**config.mk**
```make
export PLATFORM = sky130hd
export DESIGN_NAME = tx_mac
export DESIGN_NICKNAME = d
export VERILOG_FILES = /design/src/verilog/eth_tx_pkg.sv /design/src/verilog/crc32.sv /design/src/verilog/tx_mac.sv
export SDC_FILE = /design/constraint.sdc
export NUM_CORES = 1
export LEC_CHECK = 0
export BUFFER_PORTS_ARGS = -buffer_cell sky130_fd_sc_hd__buf_2
export CORE_ASPECT_RATIO = 0.5
export CORE_UTILIZATION = 40
export DETAILED_ROUTE_END_ITERATION = 7
export PLACE_DENSITY_LB_ADDON = 0.12
export SYNTH_ARGS = -nofsm -noshare
export SYNTH_HDL_FRONTEND = slang
export SYNTH_SLANG_ARGS = --single-unit
```
**constraint.sdc**
```tcl
create_clock -name i_clk -period 18.15 [get_ports i_clk]
set_input_delay 0.9075 -clock i_clk [delete_from_list [all_inputs] [get_ports i_clk]]
set_output_delay 0.9075 -clock i_clk [all_outputs]
set_load 0.01 [all_outputs]
```
**src/verilog/eth_tx_pkg.sv**
```systemverilog
`default_nettype none

package eth_tx_pkg;

    typedef logic [63:0] xgmii_data_t;
    typedef logic [7:0]  xgmii_ctl_t;
    typedef logic [7:0]  keep_t;
    typedef logic [31:0] crc_t;

    // XGMII control characters
    localparam logic [7:0] RS_IDLE  = 8'h07;
    localparam logic [7:0] RS_START = 8'hFB;
    localparam logic [7:0] RS_TERM  = 8'hFD;
    localparam logic [7:0] RS_ERROR = 8'hFE;

    localparam logic [7:0] MAC_PRE = 8'h55;
    localparam logic [7:0] MAC_SFD = 8'hD5;

    localparam xgmii_data_t IDLE_WORD  = {8{RS_IDLE}};
    localparam xgmii_data_t ERROR_WORD = {8{RS_ERROR}};
    // First preamble byte replaced by the start character
    localparam xgmii_data_t START_WORD = {MAC_SFD, {6{MAC_PRE}}, RS_START};

    // Frame size without FCS, gap in bytes
    localparam int MIN_FRAME_BYTES = 60;
    localparam int IPG_BYTES       = 12;

    localparam int BUF_DEPTH_WORDS = 256;
    localparam int BUF_ADDR_BITS   = 8;

    // Reflected IEEE 802.3 polynomial
    localparam crc_t CRC_POLY = 32'hEDB88320;

    typedef enum logic [2:0] {IDLE, DATA, PAD, TERM, IPG} tx_state_t;

endpackage

`default_nettype wire

```
**src/verilog/crc32.sv**
```systemverilog
`timescale 1ns/1ps
`default_nettype none

module crc32
    import eth_tx_pkg::*;
(
    input  wire              i_clk,
    input  wire              i_reset,
    input  wire              i_clear,
    input  wire xgmii_data_t i_data,
    input  wire keep_t       i_lane_en,
    output crc_t             o_crc
);

    crc_t crc_reg;
    crc_t crc_next;

    // Lanes folded in order, lane 0 first
    always_comb begin
        crc_next = crc_reg;
        for (int lane = 0; lane < 8; lane++) begin
            if (i_lane_en[lane]) begin
                crc_next = crc_next ^ {24'h000000, i_data[lane*8 +: 8]};
                for (int b = 0; b < 8; b++) begin
                    if (crc_next[0]) begin
                        crc_next = (crc_next >> 1) ^ CRC_POLY;
                    end else begin
                        crc_next = crc_next >> 1;
                    end
                end
            end
        end
    end

    always_ff @(posedge i_clk) begin
        if (i_reset || i_clear) begin
            crc_reg <= '1;
        end else begin
            crc_reg <= crc_next;
        end
    end

    // FCS is the complement of the register
    assign o_crc = ~crc_reg;

endmodule

`default_nettype wire

```
**src/verilog/tx_mac.sv**
```systemverilog
`timescale 1ns/1ps
`default_nettype none

module tx_mac
    import eth_tx_pkg::*;
(
    input  wire              i_clk,
    input  wire              i_reset,
    input  wire              i_phy_tx_ready,
    input  wire xgmii_data_t i_tdata,
    input  wire keep_t       i_tkeep,
    input  wire              i_tvalid,
    input  wire              i_tlast,
    output logic             o_tready,
    output xgmii_data_t      o_xgmii_txd,
    output xgmii_ctl_t       o_xgmii_txc
);

    tx_state_t   state;
    tx_state_t   state_next;

    // Word on the output, keep includes pad lanes
    xgmii_data_t data_q;
    keep_t       keep_q;
    logic        last_q;
    // Bytes through data_q, saturates once the minimum is reached
    logic [6:0]  byte_cnt;
    logic [4:0]  ipg_cnt;

    xgmii_data_t crc_data;
    keep_t       crc_lane_en;
    logic        crc_clear;
    crc_t        crc_value;

    logic        take_input;
    logic        advance_pad;
    logic        pad_needed;
    logic        final_word;
    keep_t       next_pad;
    keep_t       next_keep;
    xgmii_data_t next_data;

    logic [3:0]   last_bytes;
    logic         two_words;
    logic [4:0]   ipg_init;
    logic [127:0] term_tail;
    logic [127:0] term_txd;
    logic [15:0]  term_txc;

    function automatic logic [3:0] popcount(keep_t k);
        logic [3:0] c;
        c = '0;
        for (int i = 0; i < 8; i++) begin
            c = c + 4'(k[i]);
        end
        return c;
    endfunction

    // Lanes still short of the minimum frame size
    function automatic keep_t fill_mask(logic [6:0] done);
        keep_t m;
        for (int i = 0; i < 8; i++) begin
            m[i] = (int'(done) + i) < MIN_FRAME_BYTES;
        end
        return m;
    endfunction

    function automatic xgmii_data_t mask_lanes(xgmii_data_t d, keep_t k);
        xgmii_data_t r;
        for (int i = 0; i < 8; i++) begin
            r[i*8 +: 8] = k[i] ? d[i*8 +: 8] : 8'h00;
        end
        return r;
    endfunction

    assign pad_needed = byte_cnt < MIN_FRAME_BYTES;
    assign next_pad   = fill_mask(byte_cnt);

    // Store-and-forward keeps tvalid high for the rest of a frame
    assign take_input = i_phy_tx_ready && i_tvalid &&
                        (state == IDLE || (state == DATA && !last_q));
    assign o_tready   = take_input;

    assign advance_pad = i_phy_tx_ready && (state == DATA || state == PAD) &&
                         last_q && pad_needed;
    assign final_word  = (state == DATA || state == PAD) && last_q && !pad_needed;

    assign next_data = take_input ? mask_lanes(i_tdata, i_tkeep) : '0;
    assign next_keep = take_input ? (i_tkeep | next_pad) : next_pad;

    // Each word enters the CRC one cycle before it goes out
    assign crc_data    = next_data;
    assign crc_lane_en = (take_input || advance_pad) ? next_keep : '0;
    assign crc_clear   = state == IPG;

    crc32 u_crc (
        .i_clk     (i_clk),
        .i_reset   (i_reset),
        .i_clear   (crc_clear),
        .i_data    (crc_data),
        .i_lane_en (crc_lane_en),
        .o_crc     (crc_value)
    );

    // Data, FCS LSB first, terminate, then idles
    assign last_bytes = popcount(keep_q);
    assign term_tail  = {{11{RS_IDLE}}, RS_TERM, crc_value};
    assign term_txd   = (term_tail << {last_bytes, 3'b000}) | {64'h0, data_q};
    assign term_txc   = 16'hFFF0 << last_bytes;
    assign two_words  = last_bytes >= 4'd4;
    assign ipg_init   = two_words ? (5'd11 - 5'(last_bytes)) : (5'd3 - 5'(last_bytes));

    always_comb begin
        state_next  = state;
        o_xgmii_txd = IDLE_WORD;
        o_xgmii_txc = '1;
        case (state)
            IDLE: begin
                if (i_tvalid) begin
                    state_next  = DATA;
                    o_xgmii_txd = START_WORD;
                    o_xgmii_txc = 8'h01;
                end
            end
            DATA, PAD: begin
                if (final_word) begin
                    o_xgmii_txd = term_txd[63:0];
                    o_xgmii_txc = term_txc[7:0];
                    state_next  = two_words ? TERM : IPG;
                end else begin
                    o_xgmii_txd = data_q;
                    o_xgmii_txc = '0;
                    if (last_q) begin
                        state_next = PAD;
                    end
                end
            end
            TERM: begin
                o_xgmii_txd = term_txd[127:64];
                o_xgmii_txc = term_txc[15:8];
                state_next  = IPG;
            end
            IPG: begin
                if (ipg_cnt + 5'd8 >= IPG_BYTES) begin
                    state_next = IDLE;
                end
            end
            default: state_next = IDLE;
        endcase
        // Word is discarded downstream while the PHY is not ready
        if (!i_phy_tx_ready) begin
            o_xgmii_txd = ERROR_WORD;
            o_xgmii_txc = '1;
        end
    end

    always_ff @(posedge i_clk) begin
        if (i_reset) begin
            state    <= IDLE;
            last_q   <= 1'b0;
            byte_cnt <= '0;
            ipg_cnt  <= '0;
        end else if (i_phy_tx_ready) begin
            state <= state_next;
            if (take_input) begin
                last_q <= i_tlast;
            end
            if (state == IPG) begin
                byte_cnt <= '0;
            end else if ((take_input || advance_pad) && pad_needed) begin
                byte_cnt <= byte_cnt + 7'(popcount(next_keep));
            end
            if (final_word) begin
                ipg_cnt <= ipg_init;
            end else if (state == IPG) begin
                ipg_cnt <= ipg_cnt + 5'd8;
            end
        end
    end

    always_ff @(posedge i_clk) begin
        if (i_phy_tx_ready && (take_input || advance_pad)) begin
            data_q <= next_data;
            keep_q <= next_keep;
        end
    end

endmodule

`default_nettype wire
```
==> run metrics, run 1 <==
status finished clean; Max Slew Vio Count 0; Max Cap Viol 0; Post-synth ARST share 0%; Post-Place Setup Slack between 4 and 5 ns; top post-synthesis cells by area xnor2_1, edfxtp_1, xnor3_1; Cell Area, Synth 20870 um^2; beginning of the worst register-to-register path state[2]$_SDFFE_PP0P_; Die Ht about 160 um; fraction of final layout cells with drive strength greater than 1 15.39%; worst hold path type flip-flop to flip-flop; RSZ-0062 raised after global routing false; clock buffer depth 2; Gates resized, CTS repair 0; ant diodes 0; Hold Fails Final Rpt 0; fin crit share 74.15%; Hold-fix buffers, CTS 0; warning count from the yosys run 0; GRT Overall Usage between 30 and 40%; Hold EP ipg_cnt[2]$_SDFFE_PP0P_; global-route wire length before repair about 120000 um; vias in the first global route approximately 18000; Die Width around 330 um; Yosys top cell by area xnor2_1; crit path max fanout 53; CTS tree done; flop2flop setup slack around 4.8 ns; Post-synth EDFFs 72; crit path capture type flip-flop; total iterations of the first detailed-routing run 6; Yosys top cell area share between 10% and 20%; Avg Inst Size Synth between 8 and 9 um^2; skew final roughly 0.015 ns; register bit count reported by yosys between 100 and 150; wire length per cell 26.21 um; min-delay src ipg_cnt[2]$_SDFFE_PP0P_; Top FF cell, synth edfxtp_1; ANT nets after route 0; most common cell after layout, fill and taps aside xnor2_1; PortBufs 149; Cells on Worst Hold Path 2; critical path required time approximately 18 ns; Tmin final roughly 13 ns; Post-CTS Setup Inserts 0; Synthesized Nets between 2000 and 3000; Layout Nets between 2000 and 3000; cell mode on critical path xnor2_1; commonest cells after routing, fill and taps aside xnor2_1, nand2_1, nor2_1, a21oi_1, buf_2; Slew HR about 25%; IO Count 150; clock root buffer clkbuf_16; pin count of the biggest net entering global routing between 60 and 70; via count 19680; crit path kind input port to flip-flop; CTS clk-pin slew, worst paths ~0.06 ns; vias per inst between 6 and 7; reg2reg path depth 32; max reg flops 64; Setup TNS 0 ns; core area 50870 um^2; final setup vio count 0; 1st-iter DRT viols 2827; clk sink count 118; Final Util between 40 and 50%; Worst Setup Slack, final between 4 and 5 ns; H-Tree Depth 4; Slowest cell on crit path nor3_2; antenna violations before repair 1; crit path DAT around 14 ns; worst slew pin tran 1.121 ns; GRT overflow 0; Fmax approximately 74 MHz; critical register-to-register path endpoint u_crc.crc_reg[20]$_SDFF_PP1_; total CTS buffers 17; routability congestion estimate approximately 0.97; Max stage delay on crit path a little under 0.9 ns; Synth Instances about 2500; Clock Latency Late Sink roughly 0.43 ns; detailed placer's ending HPWL 67900 um; Starting Density about two fifths; CP startpoint kind input port; Die Area 53140 um^2; FP Rows a little under 60; Routed WL 84830 um; Netlist cell types between 100 and 150; Layout area overhead 7.339%; sequential share of the synthesized area 14.77%; DRC violations left 0
[worst max-delay path by stage]
| stage | start | end | slack [ns] |
|---|---|---|---|
| 6_report | i_phy_tx_ready | u_crc.crc_reg[20]$_SDFF_PP1_ | 4.69 |
| 5_1_grt | i_phy_tx_ready | u_crc.crc_reg[20]$_SDFF_PP1_ | 3.93 |
| 4_1_cts | i_phy_tx_ready | u_crc.crc_reg[20]$_SDFF_PP1_ | 4.95 |
| 3_5_place_dp | i_phy_tx_ready | u_crc.crc_reg[20]$_SDFF_PP1_ | 4.58 |
| 3_3_place_gp | i_phy_tx_ready | u_crc.crc_reg[20]$_SDFF_PP1_ | 4.82 |
| 2_1_floorplan | i_phy_tx_ready | u_crc.crc_reg[18]$_SDFF_PP1_ | 7.96 |
[routing by layer]
metal	GRT usage (%)	vias up	routed length [um]
li1	-	9001	-
met4	5.489	0	1441
met5	0	-	0
met3	4.008	77	7906
met2	45.47	1000	35130
met1	48.35	9600	40350
[worst max-delay path: cells and delay by family]
family	cells	cell delay (ns)
buffers and inverters	3	1.29
AO/OA/AOI/OAI	6	1.77
AND/OR/NAND/NOR	12	5.37
XOR/XNOR	10	3.61
multiplexers	2	0.75
[synth_stat cells, types with 17 or more instances]
master,n
and2_1,48
clkbuf_1,94
a21oi_1,162
inv_1,77
xnor2_1,301
mux2i_1,76
nand3_1,61
and3_1,30
o21ai_0,134
buf_2,25
edfxtp_1,72
nand4_1,26
xor2_1,129
a211oi_1,21
dfxtp_1,46
clkbuf_8,18
o22ai_1,21
buf_1,17
nor2_1,194
or3_1,23
nor3_1,63
xnor2_2,23
a221o_1,18
xnor3_1,64
o211ai_1,45
a31oi_1,20
nand2_1,263
[stage by stage]
step,instances,hold WS (ns),area [um^2]
4_1_cts,3237,0.5081,22400
5_1_grt,3237,0.5323,22400
3_5_place_dp,3205,0.4994,21750
6_report,3237,0.5027,22400
2_1_floorplan,2513,0.4786,20870
3_3_place_gp,3205,0.4997,21750
[cell type report]
cell class	count	area, um^2
Clock buffer	19	454.2
Clock inverter	13	190.2
Fill cell	5157	28470
Inverter	79	297.8
Multi-Input combinational cell	2136	16520
Sequential cell	118	3083
Tap cell	690	863.3
Timing Repair Buffer	182	993.5
[kinds of logic (layout without fill, tap and decap cells)]
group                      Yosys count  in the layout  synth area share, %
xor gates and xnor gates           552            552                30.95
buffers and inverters              259            293                6.488
adders and majority gates           25             25                1.823
DFF                                118            118                14.77
and+or+nand+nor                    833            833                19.90
muxes                               98             98                5.001
AOI/OAI and AO/OA                  628            628                21.06
Power of run 1 is left out: the tool's default activity adds up to more than one toggle a clock period on the data nets, which glitch-free logic cannot reach.
==> run 2: changes to the inputs <==
==> constraint.sdc (replaced) <==
create_clock -name i_clk -period 11.62 [get_ports i_clk]
set_input_delay 0.581 -clock i_clk [delete_from_list [all_inputs] [get_ports i_clk]]
set_output_delay 0.581 -clock i_clk [all_outputs]
set_load 0.01 [all_outputs]
==> run 2 against run 1 <==
  * Register-to-register slack worse by 4.1 ns
  * Routed wire length up 3.1%
  * First-iteration DRC count down 8.6%
  * Critical path type is now flip-flop to flip-flop
  * Global-route usage up 1.3 points
  * Critical path depth down 2
  * Largest cell class unchanged
  * Final cell count up 1.3%
==> run metrics, run 2 (synthesis results as in run 1) <==
PortBufs 149 (unchanged); CP startpoint kind flip-flop (was input port); max reg flops 64 (unchanged); Layout Nets 2677 (was 2636); Hold WS 0.4058 ns (was 0.5027 ns); WP buf/inv 1 (was 3); ANT nets after route 0 (unchanged); Layout area overhead 8.701% (was 7.339%); Max stage delay on crit path 0.81 ns (was 0.87 ns); worst slew pin tran 1.130 ns (was 1.121 ns); Starting Density 41.02% (unchanged); final non-filler cell total 3279 (was 3237); critical path required time 11.89 ns (was 18.43 ns); antenna violations before repair 2 (was 1); Die Area 53140 um^2 (unchanged); crit path DAT 11.20 ns (was 13.74 ns); global-route wire length before repair 126800 um (was 121800 um); status finished clean (unchanged); Routed WL 87510 um (was 84830 um); crit path kind flip-flop to flip-flop (was input port to flip-flop); clock root buffer clkbuf_16 (unchanged); 1st-iter DRT viols 2584 (was 2827); via count 19730 (was 19680); vias per inst 6.017 (was 6.079); CTS clk-pin slew, worst paths 0.06 ns (about the same); Max Cap Viol 0 (unchanged); commonest cells after routing, fill and taps aside xnor2_1, nand2_1, nor2_1, a21oi_1, buf_2 (unchanged); cell mode on critical path xnor2_4 (was xnor2_1); CTS tree done (unchanged); crit path max fanout 8 (was 53); RSZ-0062 raised after global routing false (unchanged); core area 50870 um^2 (unchanged); clk sink count 118 (unchanged); fraction of final layout cells with drive strength greater than 1 16.81% (was 15.39%); worst hold path type input port to flip-flop (was flip-flop to flip-flop); IO Count 150 (unchanged); Slew HR 24.51% (was 25.07%); H-Tree Depth 4 (unchanged); GRT Overall Usage 32.40% (was 31.14%); fin crit share between 90% and 100%; total iterations of the first detailed-routing run 6 (unchanged); detailed placer's ending HPWL 71030 um (was 67900 um); Die Ht 163.5 um (unchanged); Tmin final approximately 11 ns; Max Slew Vio Count 0 (unchanged); Fmax roughly 90 MHz; crit path capture type flip-flop (unchanged); most common cell after layout, fill and taps aside xnor2_1 (unchanged); Setup TNS 0 ns (unchanged); Die Width 325.0 um (unchanged); clock buffer depth 2 (unchanged); pin count of the biggest net entering global routing 67 (unchanged); Hold Fails Final Rpt 0 (unchanged); Crit path max-delay family XOR/XNOR gates (was simple AND/OR/NAND/NOR gates); Clock Latency Late Sink 0.44 ns (was 0.43 ns); total CTS buffers 17 (unchanged); Slowest cell on crit path dfxtp_1 (was nor3_2); vias in the first global route 18050 (was 17620); Post-CTS Setup Inserts 0 (unchanged); skew final 0.01412 ns (was 0.01453 ns); final setup vio count 0 (unchanged); GRT overflow 0 (unchanged); routability congestion estimate 1.003 (was 0.9719); DP Cell Count 3246 (was 3205); DRC violations left 0 (unchanged); FP Rows 58 (unchanged); wire length per cell 26.69 um (was 26.21 um)
## run 2: changes by cell type in the layout (fill, tap and decap cells not counted), sizes merged
cell and change:
bufinv -4, diode +1, clkbuf +1, clkinv +3, buf +41
## run 2: timing repair
action | CTS | global route
hold buffers | 0 | 0
endpoints found under the hold margin | 0 | 0
endpoints found under the setup margin | 0 | 3
gates resized for setup | 0 | 1
## run 2: final timing paths
path,start,to,slack [ns],cells after the start
max,u_crc.crc_reg[0]$_SDFF_PP1_,u_crc.crc_reg[24]$_SDFF_PP1_,0.69,31
min,i_tlast,last_q$_SDFFE_PP0P_,0.41,3
max reg2reg,u_crc.crc_reg[0]$_SDFF_PP1_,u_crc.crc_reg[24]$_SDFF_PP1_,0.69,31
min reg2reg,ipg_cnt[2]$_SDFFE_PP0P_,ipg_cnt[2]$_SDFFE_PP0P_,0.50,2
## run 2: layout make-up
| class | count | area [um^2] |
|---|---|---|
| inverter | 79 | 297.8 |
| fill | 5155 | 28190 |
| clock inverter | 12 | 103.9 |
| clock buffer | 20 | 500.5 |
| timing repair buffer | 223 | 1314 |
| multi-input combinational | 2136 | 16520 |
| tap | 690 | 863.3 |
| sequential | 118 | 3084 |
| antenna | 1 | 2.502 |
## run 2: metal layers
layer	vias up	track usage (%)	wire [um]
met2	974	46.82	35920
li1	9087	-	-
met3	71	6.182	8726
met5	-	0	0
met4	0	4.653	1273
met1	9598	49.82	41590
## run 2: worst min-delay path, stage by stage
cell and delay (ns):
buf_2 0.09, nand2_1 0.06, a21oi_1 0.06
## run 2: per-stage QoR
stage	setup WS, ns	cell area (um^2)	utilization, %
3_3_place_gp	0.7426	22070	43.39
6_report	0.6938	22680	44.59
5_1_grt	0.1107	22680	44.58
2_1_floorplan	1.754	20870	-
4_1_cts	0.6321	22680	44.58
3_5_place_dp	0.7552	22070	43.39
Power of run 2 is left out for the same reason.
==> run 3: changes to the inputs <==
--- a/config.mk
+++ b/config.mk
@@ -6,10 +6,10 @@
 export NUM_CORES = 1
 export LEC_CHECK = 0
 export BUFFER_PORTS_ARGS = -buffer_cell sky130_fd_sc_hd__buf_2
-export CORE_ASPECT_RATIO = 0.5
 export CORE_UTILIZATION = 40
 export DETAILED_ROUTE_END_ITERATION = 7
-export PLACE_DENSITY_LB_ADDON = 0.12
+export GPL_ROUTABILITY_DRIVEN = 0
+export PLACE_DENSITY_LB_ADDON = 0.1
 export SYNTH_ARGS = -nofsm -noshare
 export SYNTH_HDL_FRONTEND = slang
 export SYNTH_SLANG_ARGS = --single-unit
==> run 3 against run 2 <==
  * Final area decreased by 0.30%
  * Clock-buffer cell count rose by 3
  * Highest routed layer unchanged
  * Largest cell class unchanged
  * Sequential share of layout area hardly changed
  * Via count increased by 1.1%
==> run metrics, run 3 (synthesis results as in run 1) <==
FP Rows 83 (was 58); GRT overflow 0 (unchanged); crit path max fanout 25 (was 8); IO Count 150 (unchanged); Routed WL 85150 um (was 87510 um); ant diodes 0 (was 1); Max stage delay on crit path 0.76 ns (was 0.81 ns); top layer in use met4 (unchanged); ANT nets after route 0 (unchanged); most common cell after layout, fill and taps aside xnor2_1 (unchanged); Die Ht 230.4 um (was 163.5 um); total iterations of the first detailed-routing run 7 (was 6); H-Tree Depth 4 (unchanged); GRT Overall Usage 31.37% (was 32.40%); Starting Density 40.59% (was 41.02%); 1st-iter DRT viols 2243 (was 2584); max reg flops 64 (unchanged); flop2flop setup slack 0.56 ns (was 0.69 ns); Metal-1 WL 37260 um (was 41590 um); clock buffer depth 2 (unchanged); vias per inst 6.114 (was 6.017); vias in the first global route 18460 (was 18050); fraction of final layout cells with drive strength greater than 1 16.45% (was 16.81%); Slowest cell on crit path dfxtp_1 (unchanged); detailed placer's ending HPWL 68880 um (was 71030 um); PortBufs 149 (unchanged); CP startpoint kind flip-flop (unchanged); clock root buffer clkbuf_16 (unchanged); crit path kind flip-flop to flip-flop (unchanged); Max Slew Vio Count 0 (unchanged); Hold-fix buffers, CTS 0 (unchanged); wire length per cell 26.10 um (was 26.69 um); core area 51410 um^2 (was 50870 um^2); Hold Fails Final Rpt 0 (unchanged); clk sink count 118 (unchanged); final setup vio count 0 (unchanged); Die Area 53080 um^2 (was 53140 um^2); skew final 0.01177 ns (was 0.01412 ns); Clock Latency Late Sink 0.44 ns (about the same); status finished clean (unchanged); via count 19950 (was 19730); cell mode on critical path xnor2_2 (was xnor2_4); Layout Nets 2672 (was 2677); met3 wire length 6711 um (was 8726 um); pin count of the biggest net entering global routing 67 (unchanged); Post-CTS Setup Inserts 0 (unchanged); DRC violations left 0 (unchanged); Fmax 90.43 MHz (was 91.52 MHz); routed wl met2 37900 um (was 35920 um); worst slew pin tran 1.095 ns (was 1.130 ns); fin crit share 95.16% (was 94.03%); critical path required time 11.91 ns (was 11.89 ns); total CTS buffers 17 (unchanged); crit path DAT 11.35 ns (was 11.20 ns); Max Cap Viol 0 (unchanged); global-route wire length before repair 123900 um (was 126800 um); # fillers 5106 (was 5155); Die Width 230.4 um (was 325.0 um); worst hold path type input port to flip-flop (unchanged); CTS clk-pin slew, worst paths 0.06 ns (about the same); Layout area overhead 8.371% (was 8.701%); Tmin final 11.06 ns (was 10.93 ns); Slew HR 26.99% (was 24.51%); CTS tree done (unchanged); commonest cells after routing, fill and taps aside xnor2_1, nand2_1, nor2_1, a21oi_1, buf_2 (unchanged); RSZ-0062 raised after global routing false (unchanged); Setup TNS 0 ns (unchanged); crit path capture type flip-flop (unchanged); antenna violations before repair 1 (was 2)
==> run 3: changes by cell type in the layout (fill, tap and decap cells not counted), sizes merged <==
cell	previous run	this run
clkbuf	20	23
diode	1	0
inv	83	78
clkinvlp	0	1
bufinv	0	1
buf	223	218
==> run 3: cell type report <==
class / count / area (um^2) / area share, %
multi-input combinational: 2136 / 16530 / 73.11
clock inverter: 9 / 72.57 / 0.3209
clock buffer: 23 / 500.5 / 2.213
sequential: 118 / 3083 / 13.63
inverter: 79 / 297.8 / 1.317
tap: 680 / 850.8 / 3.763
timing repair buffer: 218 / 1276 / 5.644
==> run 3: stage by stage <==
step	util, %	setup WS, ns	cell area, um^2	hold slack, ns	instances
after floorplan	-	1.754	20870	0.4786	2513
after CTS	43.97	0.5078	22600	0.4240	3263
final	43.99	0.5619	22610	0.4371	3263
after detailed placement	42.85	0.5190	22030	0.5064	3231
after global routing	43.99	0.02050	22610	0.4375	3263
after global placement	42.85	0.5748	22030	0.4990	3231
==> run 3: what timing repair did <==
action / CTS / global route
endpoints found under the hold margin: 0 / 0
endpoints found under the setup margin: 0 / 6
gates resized for setup: 0 / 2
==> run 3: worst max-delay path, delay by kind of cell (launching register included) <==
family / cells / cell delay, ns
muxes: 1 / 0.36
AOI/OAI and AO/OA: 10 / 2.95
DFF: 1 / 0.76
xor gates and xnor gates: 13 / 5.04
and+or+nand+nor: 6 / 1.78
==> run 3: worst paths after layout <==
kind | startpoint | endpoint | cells past startpoint
max | state[2]$_SDFFE_PP0P_ | u_crc.crc_reg[20]$_SDFF_PP1_ | 30
min | i_tlast | last_q$_SDFFE_PP0P_ | 3
max reg2reg | state[2]$_SDFFE_PP0P_ | u_crc.crc_reg[20]$_SDFF_PP1_ | 30
min reg2reg | ipg_cnt[2]$_SDFFE_PP0P_ | ipg_cnt[2]$_SDFFE_PP0P_ | 2
==> run 3: routing by layer <==
metal  vias to the layer above  global-route usage (%)
met5                         -                       0
met4                         0                   11.53
met3                       161                   4.039
met2                      1030                   49.80
met1                      9685                   43.31
li1                       9073                       -
Power of run 3 is left out for the same reason.
